$ cat config.mk
export PLATFORM = sky130hd
export DESIGN_NAME = ctrl_top
export DESIGN_NICKNAME = d
export VERILOG_FILES = /design/src/ctrl_pkg.sv /design/src/trap_pkg.sv /design/src/ctrl_fsm.sv /design/src/ctrl_top.sv /design/src/trap_csr.sv
export SDC_FILE = /design/constraint.sdc
export NUM_CORES = 1
export LEC_CHECK = 0
export ABC_AREA = 1
export BUFFER_PORTS_ARGS = -buffer_cell sky130_fd_sc_hd__buf_2
export CORE_ASPECT_RATIO = 1.1
export CORE_MARGIN = 4
export CORE_UTILIZATION = 30
export DETAILED_ROUTE_END_ITERATION = 8
export PLACE_DENSITY_LB_ADDON = 0.08
export RECOVER_POWER = 100
export REMOVE_ABC_BUFFERS = 1
export SLEW_MARGIN = 20
export SYNTH_ARGS = -nofsm -noshare
export SYNTH_HDL_FRONTEND = slang
export SYNTH_SLANG_ARGS = --single-unit
$ cat constraint.sdc
create_clock -name clk -period 2.1 [get_ports clk]
set_clock_uncertainty 0.15 [all_clocks]
set_input_delay 0.315 -clock clk [delete_from_list [all_inputs] [get_ports clk]]
set_output_delay 0.315 -clock clk [all_outputs]
set_load 0.02 [all_outputs]
$ cat src/ctrl_pkg.sv
package ctrl_pkg;

  // controller states, encoded in 4 bits
  typedef enum logic [3:0] {
    RESET,
    BOOT_SET,
    WAIT_SLEEP,
    SLEEP,
    FIRST_FETCH,
    DECODE,
    FLUSH,
    IRQ_TAKEN
  } ctrl_state_e;

  // program counter source seen by the fetch stage
  typedef enum logic [2:0] {
    PC_BOOT      = 3'b000,
    PC_JUMP      = 3'b010,
    PC_EXCEPTION = 3'b100,
    PC_ERET      = 3'b101
  } pc_mux_e;

  // exception vector select
  typedef enum logic [1:0] {
    EXC_PC_ILLINSN = 2'b00,
    EXC_PC_ECALL   = 2'b01,
    EXC_PC_IRQ     = 2'b11
  } exc_pc_mux_e;

  // per-instruction flags from the decoder
  typedef struct packed {
    logic illegal;
    logic ecall;
    logic mret;
    logic pipe_flush;
    logic csr_status;
    logic branch_set;
    logic jump_set;
    logic branch_in_id;
    logic multicycle;
  } decode_flags_t;

  // redirect request towards the fetch stage
  typedef struct packed {
    logic        pc_set;
    pc_mux_e     pc_mux;
    exc_pc_mux_e exc_pc_mux;
  } pc_ctrl_t;

endpackage

$ cat src/trap_pkg.sv
package trap_pkg;

  // interrupt line number
  typedef logic [4:0] irq_id_t;

  // exception cause code, msb marks an interrupt
  typedef logic [5:0] exc_cause_t;

  // synchronous exception causes
  localparam exc_cause_t EXC_CAUSE_ILLEGAL_INSN = 6'd2;
  localparam exc_cause_t EXC_CAUSE_ECALL_MMODE  = 6'd11;

  // strobes from the controller into the trap registers
  // save_if   pc of the fetch stage goes to mepc (interrupt)
  // save_id   pc of the decode stage goes to mepc (exception)
  typedef struct packed {
    logic       save_cause;
    logic       save_if;
    logic       save_id;
    logic       restore_mret;
    exc_cause_t cause;
  } trap_req_t;

endpackage
$ cat src/ctrl_fsm.sv
`timescale 1ns/1ps

module ctrl_fsm #(
  parameter int unsigned IRQ_ID_W = 5
) (
  input  logic                    clk,
  input  logic                    rst_n,

  // core enable and pipeline status
  input  logic                    fetch_enable_i,
  input  logic                    instr_valid_i,
  input  logic                    id_ready_i,
  input  ctrl_pkg::decode_flags_t flags_i,

  // interrupt request and enable
  input  logic                    irq_req_i,
  input  logic [IRQ_ID_W-1:0]     irq_id_i,
  input  logic                    mie_i,

  output logic                    instr_req_o,
  output logic                    ctrl_busy_o,
  output logic                    first_fetch_o,
  output logic                    is_decoding_o,
  output logic                    deassert_we_o,
  output logic                    halt_if_o,
  output logic                    halt_id_o,
  output ctrl_pkg::pc_ctrl_t      pc_ctrl_o,
  output trap_pkg::exc_cause_t    exc_cause_o,
  output logic                    exc_ack_o,
  output logic                    exc_kill_o,
  output logic                    irq_ack_o,
  output logic [IRQ_ID_W-1:0]     irq_id_o,
  output trap_pkg::trap_req_t     trap_req_o,
  output logic                    perf_jump_o,
  output logic                    perf_tbranch_o
);

  ctrl_pkg::ctrl_state_e state_q, state_d;

  // interrupt causes built from the id, zero padded to the cause width
  trap_pkg::exc_cause_t irq_exc_cause;
  trap_pkg::exc_cause_t irq_csr_cause;
  logic                 irq_pending;
  logic                 any_flush;

  always_comb begin
    irq_exc_cause                 = '0;
    irq_exc_cause[IRQ_ID_W-1:0]   = irq_id_i;
    irq_csr_cause                 = irq_exc_cause;
    // msb of mcause flags an interrupt
    irq_csr_cause[$bits(trap_pkg::exc_cause_t)-1] = 1'b1;
  end

  // interrupt can be taken only while mie is set
  assign irq_pending = irq_req_i & mie_i;

  // any flag that needs the pipeline emptied first
  assign any_flush = flags_i.mret | flags_i.ecall | flags_i.pipe_flush |
                     flags_i.illegal | flags_i.csr_status;

  ////////////////////
  // state logic
  ////////////////////

  always_comb begin
    // defaults, busy and fetching
    state_d              = state_q;
    instr_req_o          = 1'b1;
    ctrl_busy_o          = 1'b1;
    first_fetch_o        = 1'b0;
    is_decoding_o        = 1'b0;
    halt_if_o            = 1'b0;
    halt_id_o            = 1'b0;
    pc_ctrl_o.pc_set     = 1'b0;
    pc_ctrl_o.pc_mux     = ctrl_pkg::PC_BOOT;
    pc_ctrl_o.exc_pc_mux = ctrl_pkg::EXC_PC_IRQ;
    exc_cause_o          = '0;
    exc_ack_o            = 1'b0;
    exc_kill_o           = 1'b0;
    irq_ack_o            = 1'b0;
    irq_id_o             = irq_id_i;
    trap_req_o           = '0;
    perf_jump_o          = 1'b0;
    perf_tbranch_o       = 1'b0;

    unique case (state_q)
      // idle after reset until the core is enabled
      ctrl_pkg::RESET: begin
        instr_req_o = 1'b0;
        ctrl_busy_o = 1'b0;
        if (fetch_enable_i) begin
          state_d = ctrl_pkg::BOOT_SET;
        end
      end

      // load the boot address into the fetch pc
      ctrl_pkg::BOOT_SET: begin
        pc_ctrl_o.pc_set = 1'b1;
        pc_ctrl_o.pc_mux = ctrl_pkg::PC_BOOT;
        state_d          = ctrl_pkg::FIRST_FETCH;
      end

      // one cycle to drain before sleeping
      ctrl_pkg::WAIT_SLEEP: begin
        instr_req_o = 1'b0;
        ctrl_busy_o = 1'b0;
        halt_if_o   = 1'b1;
        halt_id_o   = 1'b1;
        state_d     = ctrl_pkg::SLEEP;
      end

      // wake on enable or on any interrupt request, masked or not
      ctrl_pkg::SLEEP: begin
        instr_req_o = 1'b0;
        ctrl_busy_o = 1'b0;
        halt_if_o   = 1'b1;
        halt_id_o   = 1'b1;
        if (fetch_enable_i || irq_req_i) begin
          state_d = ctrl_pkg::FIRST_FETCH;
        end
      end

      // wait for the first instruction to reach decode
      ctrl_pkg::FIRST_FETCH: begin
        first_fetch_o = 1'b1;
        if (id_ready_i) begin
          state_d = ctrl_pkg::DECODE;
        end
        // pipeline is empty here, interrupt overrides
        if (irq_pending) begin
          state_d   = ctrl_pkg::IRQ_TAKEN;
          halt_if_o = 1'b1;
          halt_id_o = 1'b1;
        end
      end

      ctrl_pkg::DECODE: begin
        if (instr_valid_i) begin
          is_decoding_o = 1'b1;
          // branch beats jump beats flush beats interrupt
          if (flags_i.branch_set) begin
            pc_ctrl_o.pc_set = 1'b1;
            pc_ctrl_o.pc_mux = ctrl_pkg::PC_JUMP;
            perf_tbranch_o   = 1'b1;
          end else if (flags_i.jump_set) begin
            pc_ctrl_o.pc_set = 1'b1;
            pc_ctrl_o.pc_mux = ctrl_pkg::PC_JUMP;
            perf_jump_o      = 1'b1;
          end else if (any_flush) begin
            state_d   = ctrl_pkg::FLUSH;
            halt_if_o = 1'b1;
            halt_id_o = 1'b1;
          end else if (irq_pending & ~flags_i.multicycle & ~flags_i.branch_in_id) begin
            state_d   = ctrl_pkg::IRQ_TAKEN;
            halt_if_o = 1'b1;
            halt_id_o = 1'b1;
          end else begin
            // request seen but masked, kill a pending exception
            exc_kill_o = irq_req_i & ~flags_i.multicycle & ~flags_i.branch_in_id;
          end
        end else if (irq_pending) begin
          // bubble in decode, nothing to protect
          state_d   = ctrl_pkg::IRQ_TAKEN;
          halt_if_o = 1'b1;
          halt_id_o = 1'b1;
        end
      end

      // redirect to the handler and save the cause
      ctrl_pkg::IRQ_TAKEN: begin
        pc_ctrl_o.pc_set       = 1'b1;
        pc_ctrl_o.pc_mux       = ctrl_pkg::PC_EXCEPTION;
        pc_ctrl_o.exc_pc_mux   = ctrl_pkg::EXC_PC_IRQ;
        exc_cause_o            = irq_exc_cause;
        trap_req_o.save_cause  = 1'b1;
        trap_req_o.save_if     = 1'b1;
        trap_req_o.cause       = irq_csr_cause;
        irq_ack_o              = 1'b1;
        exc_ack_o              = 1'b1;
        state_d                = ctrl_pkg::DECODE;
      end

      // pipeline is empty, act on the held instruction
      ctrl_pkg::FLUSH: begin
        halt_if_o = ~fetch_enable_i;
        halt_id_o = 1'b1;
        if (flags_i.ecall) begin
          pc_ctrl_o.pc_set      = 1'b1;
          pc_ctrl_o.pc_mux      = ctrl_pkg::PC_EXCEPTION;
          pc_ctrl_o.exc_pc_mux  = ctrl_pkg::EXC_PC_ECALL;
          exc_cause_o           = trap_pkg::EXC_CAUSE_ECALL_MMODE;
          trap_req_o.save_cause = 1'b1;
          trap_req_o.save_id    = 1'b1;
          trap_req_o.cause      = trap_pkg::EXC_CAUSE_ECALL_MMODE;
        end else if (flags_i.illegal) begin
          pc_ctrl_o.pc_set      = 1'b1;
          pc_ctrl_o.pc_mux      = ctrl_pkg::PC_EXCEPTION;
          pc_ctrl_o.exc_pc_mux  = ctrl_pkg::EXC_PC_ILLINSN;
          exc_cause_o           = trap_pkg::EXC_CAUSE_ILLEGAL_INSN;
          trap_req_o.save_cause = 1'b1;
          trap_req_o.save_id    = 1'b1;
          trap_req_o.cause      = trap_pkg::EXC_CAUSE_ILLEGAL_INSN;
        end else if (flags_i.mret) begin
          pc_ctrl_o.pc_set        = 1'b1;
          pc_ctrl_o.pc_mux        = ctrl_pkg::PC_ERET;
          trap_req_o.restore_mret = 1'b1;
        end
        // csr_status and pipe_flush only empty the pipeline

        if (fetch_enable_i) begin
          state_d = ctrl_pkg::DECODE;
        end else if (flags_i.mret | flags_i.pipe_flush) begin
          state_d = ctrl_pkg::WAIT_SLEEP;
        end else begin
          state_d = ctrl_pkg::DECODE;
        end
      end

      default: begin
        instr_req_o = 1'b0;
        state_d     = ctrl_pkg::RESET;
      end
    endcase
  end

  always_ff @(posedge clk or negedge rst_n) begin
    if (!rst_n) begin
      state_q <= ctrl_pkg::RESET;
    end else begin
      state_q <= state_d;
    end
  end

  ////////////////////
  // stall logic
  ////////////////////

  // no register write unless a legal instruction is decoded
  assign deassert_we_o = ~is_decoding_o | flags_i.illegal;

endmodule

$ cat src/ctrl_top.sv
`timescale 1ns/1ps

module ctrl_top #(
  parameter int unsigned IRQ_ID_W = $bits(trap_pkg::irq_id_t)
) (
  input  logic                    clk,
  input  logic                    rst_n,
  input  logic                    fetch_enable_i,
  input  logic                    instr_valid_i,
  input  logic                    id_ready_i,
  input  ctrl_pkg::decode_flags_t flags_i,
  input  logic                    irq_req_i,
  input  trap_pkg::irq_id_t       irq_id_i,
  input  logic                    mie_set_i,
  input  logic                    mie_clr_i,

  output logic                    instr_req_o,
  output logic                    ctrl_busy_o,
  output logic                    first_fetch_o,
  output logic                    is_decoding_o,
  output logic                    deassert_we_o,
  output logic                    halt_if_o,
  output logic                    halt_id_o,
  output ctrl_pkg::pc_ctrl_t      pc_ctrl_o,
  output trap_pkg::exc_cause_t    exc_cause_o,
  output logic                    exc_ack_o,
  output logic                    exc_kill_o,
  output logic                    irq_ack_o,
  output trap_pkg::irq_id_t       irq_id_o,
  output trap_pkg::trap_req_t     csr_save_o,
  output logic                    perf_jump_o,
  output logic                    perf_tbranch_o,
  output logic                    mie_o,
  output trap_pkg::exc_cause_t    mcause_o
);

  // trap strobes from the FSM, enable level back from the registers
  trap_pkg::trap_req_t trap_req;
  logic                mie;

  ctrl_fsm #(
    .IRQ_ID_W (IRQ_ID_W)
  ) u_ctrl_fsm (
    .clk            (clk),
    .rst_n          (rst_n),
    .fetch_enable_i (fetch_enable_i),
    .instr_valid_i  (instr_valid_i),
    .id_ready_i     (id_ready_i),
    .flags_i        (flags_i),
    .irq_req_i      (irq_req_i),
    .irq_id_i       (irq_id_i),
    .mie_i          (mie),
    .instr_req_o    (instr_req_o),
    .ctrl_busy_o    (ctrl_busy_o),
    .first_fetch_o  (first_fetch_o),
    .is_decoding_o  (is_decoding_o),
    .deassert_we_o  (deassert_we_o),
    .halt_if_o      (halt_if_o),
    .halt_id_o      (halt_id_o),
    .pc_ctrl_o      (pc_ctrl_o),
    .exc_cause_o    (exc_cause_o),
    .exc_ack_o      (exc_ack_o),
    .exc_kill_o     (exc_kill_o),
    .irq_ack_o      (irq_ack_o),
    .irq_id_o       (irq_id_o),
    .trap_req_o     (trap_req),
    .perf_jump_o    (perf_jump_o),
    .perf_tbranch_o (perf_tbranch_o)
  );

  trap_csr #(
    .IRQ_ID_W (IRQ_ID_W)
  ) u_trap_csr (
    .clk        (clk),
    .rst_n      (rst_n),
    .trap_req_i (trap_req),
    .mie_set_i  (mie_set_i),
    .mie_clr_i  (mie_clr_i),
    .mie_o      (mie),
    .mcause_o   (mcause_o)
  );

  assign csr_save_o = trap_req;
  assign mie_o      = mie;

endmodule

$ cat src/trap_csr.sv
`timescale 1ns/1ps

module trap_csr #(
  parameter int unsigned IRQ_ID_W = 5
) (
  input  logic                 clk,
  input  logic                 rst_n,
  input  trap_pkg::trap_req_t  trap_req_i,
  input  logic                 mie_set_i,
  input  logic                 mie_clr_i,
  output logic                 mie_o,
  output trap_pkg::exc_cause_t mcause_o
);

  localparam int unsigned CAUSE_W = $bits(trap_pkg::exc_cause_t);

  logic                 mie_q;
  logic                 mpie_q;
  trap_pkg::exc_cause_t mcause_q;
  trap_pkg::exc_cause_t cause_d;

  // interrupt causes keep only the implemented id bits
  always_comb begin
    cause_d = trap_req_i.cause;
    if (trap_req_i.cause[CAUSE_W-1]) begin
      cause_d                = '0;
      cause_d[CAUSE_W-1]     = 1'b1;
      cause_d[IRQ_ID_W-1:0]  = trap_req_i.cause[IRQ_ID_W-1:0];
    end
  end

  always_ff @(posedge clk or negedge rst_n) begin
    if (!rst_n) begin
      mie_q    <= 1'b0;
      mpie_q   <= 1'b0;
      mcause_q <= '0;
    end else if (trap_req_i.save_cause) begin
      // trap entry stacks the enable and masks further interrupts
      mpie_q   <= mie_q;
      mie_q    <= 1'b0;
      mcause_q <= cause_d;
    end else if (trap_req_i.restore_mret) begin
      // return pops the saved enable
      mie_q  <= mpie_q;
      mpie_q <= 1'b1;
    end else if (mie_clr_i) begin
      mie_q <= 1'b0;
    end else if (mie_set_i) begin
      mie_q <= 1'b1;
    end
  end

  assign mie_o    = mie_q;
  assign mcause_o = mcause_q;

endmodule

==> impl_metrics.env <==
export IMPL_status="finished clean"
export IMPL_r2r_start="u_ctrl_fsm.state_q[0]"
export IMPL_met2RoutedLength_mm=1.38
export IMPL_initial_core_util_pct=31.6
export IMPL_crit_chain="nand2_4 > nor2_4 > nand3_2 > inv_2 > nor2_4 > o221ai_1 > buf_4"
export IMPL_worst_slew_pin_slew_ps=616
export IMPL_p_clk_share_pct=7.4
export IMPL_p_total_uw=1920
export IMPL_finalSetupViolCount=0
export IMPL_hold_violations=0
export IMPL_nNetsFinal=243
export IMPL_switchingPower_uw=1030
export IMPL_leakagePower_uw=0.000868
export IMPL_post_route_util_pct=45.5
export IMPL_finalCritPeriodShare_pct=96.2
export IMPL_powerDensity_nw_per_um2=1370
export IMPL_dpl_cell_count=237
export IMPL_cts_buffers=3
export IMPL_avgSynthCellArea_um2=6.35
export IMPL_synthTopCellsByArea="dfrtp_1, nand2_1, buf_4, inv_1, nor2_1"
export IMPL_instances_no_fill=254
export IMPL_async_flop_share_pct=100
export IMPL_antenna_left=0
export IMPL_vias=1151
export IMPL_htree_levels=1
export IMPL_placed_area_um2=1230
export IMPL_grt_setup_unrepaired="true"
export IMPL_worst_path_buf_inv=2
export IMPL_ir_worst_vdd_mv=0.820
export IMPL_synth_cells=153
export IMPL_design_area_um2=1400
export IMPL_antennaDiodeCount=0
export IMPL_path_clk_slew_ps=70
export IMPL_cp_common_cell="nor2_4"
export IMPL_p_seq_share_pct=21.6
export IMPL_max_freq_mhz=495
export IMPL_routabilityCongestion=0.784
export IMPL_die_y_um=67.7
export IMPL_cap_violations=0
export IMPL_drt_pass1_iterations=6
export IMPL_pin_count=68
export IMPL_drt_iter0_drc=66
export IMPL_vias_per_cell=4.53
export IMPL_worstSetupPathType="flip-flop to output pin"
export IMPL_min_from="irq_id_i[1]"
export IMPL_met1Wirelength_mm=1.18
export IMPL_cts_tree="yes"
export IMPL_slowest_delay_ps=500
export IMPL_numPortBuffers=66
export IMPL_finalWirelength_mm=2.87
export IMPL_grt_pass1_wl_mm=4.81
export IMPL_crit_family="flip-flops"
export IMPL_antenna_found_initial=0
export IMPL_dpl_hpwl_mm=2.34
export IMPL_startpoint="u_ctrl_fsm.state_q[2]"
export IMPL_clk_latency_ps=260
export IMPL_dr_wl_met3_um=282
export IMPL_crit_fanout=8
export IMPL_finalCriticalPeriod_ps=2020
export IMPL_synth_most_common_cell="nand2_1"
export IMPL_ys_seq_elements=11
export IMPL_drcViolationCount=0
export IMPL_netlist_top_cell_by_area="dfrtp_1"
export IMPL_mappedNetlistArea_um2=971
export IMPL_area_growth_pct=44.2
export IMPL_track_usage_pct=13.8
export IMPL_start_kind="flip-flop"
export IMPL_core_um2=3070
export IMPL_grt_pass1_vias=1150
export IMPL_synth_edf_count=0
export IMPL_synthTopCellsByCount="nand2_1, inv_1, nor2_1, buf_4, nand3_1"
export IMPL_comb_power_share_pct=71.0
export IMPL_slew_viol_final=0
export IMPL_num_rows=21
export IMPL_yosysWarningCount=0
export IMPL_wl_per_cell_um=11.3
export IMPL_die_w_um=62.2
export IMPL_p_int_uw=887
export IMPL_routed_top_layer="met4"
export IMPL_synth_main_ff_cell="dfrtp_1"
export IMPL_overflow=0
export IMPL_crit_slowest_cell="dfrtp_2"
export IMPL_synth_top_area_share_pct=28.4
export IMPL_clkSinkCount=11
export IMPL_switching_share_pct=53.8
export IMPL_die_area_um2=4210
export IMPL_critPathArrivalTime_ps=1560
export IMPL_grt_max_degree=12
export IMPL_cp_end_kind="output pin"
export IMPL_cts_max_path_buffers=2
export IMPL_ys_seq_area_share_pct=28.4
export IMPL_crit_required_ps=1630
export IMPL_layout_drive_gt1_share_pct=42.3
export IMPL_synthDistinctLibCells=22
export IMPL_slew_headroom_pct=58.9
export IMPL_root_buffer="clkbuf_4"
export IMPL_hold_path_class="input pin to flip-flop"
power by group through the flow:
stage / Combinational, µW / Sequential (µW) / Clock (µW)
detailed placement: 1160 / 414 / 0
global route: 1500 / 431 / 162
floorplan: 719 / 476 / 0
finish: 1360 / 416 / 142
global placement: 1160 / 420 / 0
CTS: 1240 / 409 / 149
final timing paths:
kind                                           to  slack, ps  cells past startpoint
max reg2reg                 u_ctrl_fsm.state_q[0]        550                      8
min                        u_trap_csr.mcause_o[1]        140                      3
max in group asynchronous   u_ctrl_fsm.state_q[2]        940                      2
min in group asynchronous  u_trap_csr.mcause_o[5]        430                      2
max                                  pc_ctrl_o[5]         80                      7
min reg2reg                u_trap_csr.mcause_o[1]        330                      2
flip-flops by register name, summed over array words and instances, names as in the netlist:
signal               cells
u_trap_csr.mcause_o      6
u_ctrl_fsm.state_q       3
u_trap_csr.mpie_q        1
u_trap_csr.mie_o         1
per-stage QoR:
step           hold WS, ps  worst slack (ps)  TNS [ps]
4_1_cts                134             -5.97     -5.97
3_3_place_gp          52.6               145         0
6_report               138              79.0         0
3_5_place_dp          52.7               132         0
5_1_grt                146             -20.1     -20.1
2_1_floorplan         -131              -190      -779
placed cells by master, fill, tap and decap left out, drive strengths merged:
cell type and instances:
nand4 4, o21ai 7, nor3 3, dlygate4sd3 1, nand3 14, conb 1, clkbuf 17, or2 1
buf 65, nor2 20, nand2 39, a21oi 5, dfrtp 11, o221ai 1, inv 31
area by class of cell:
| cell class | instances | area [µm²] |
|---|---|---|
| clock buffers | 4 | 26.3 |
| flip-flops and latches | 11 | 279 |
| repair buffers | 79 | 419 |
| fillers | 346 | 1670 |
| multi-input cells | 95 | 512 |
| inverters | 31 | 121 |
| well taps | 34 | 42.5 |
tightest hold or removal path, delay by kind of cell:
family	cells	cell delay, ps
and+or+nand+nor	1	50
buffers and inverters	1	80
AOI/OAI and AO/OA	1	70
what timing repair did:
action | 4_1_cts | 5_1_grt
buffers inserted | 4 | 8
pin swaps | 0 | 4
endpoints found under the hold margin | 11 | 0
gates resized for setup | 5 | 13
hold buffers | 1 | 0
setup endpoints to repair | 13 | 13
cells by family after synthesis:
logic type,synth area share (%)
flip-flops,28.4
other,0.386
AO/OA/AOI/OAI,7.47
buffers and inverters,23.8
AND/OR/NAND/NOR,39.9
routing by layer:
metal  up-vias  global-route usage [%]
met2        62                    24.9
met4         0                    4.88
met1       499                    15.6
li1        586                       -
met5         -                       0
met3         4                    3.83
No activity file was read; power rests on OpenSTA's default activity.
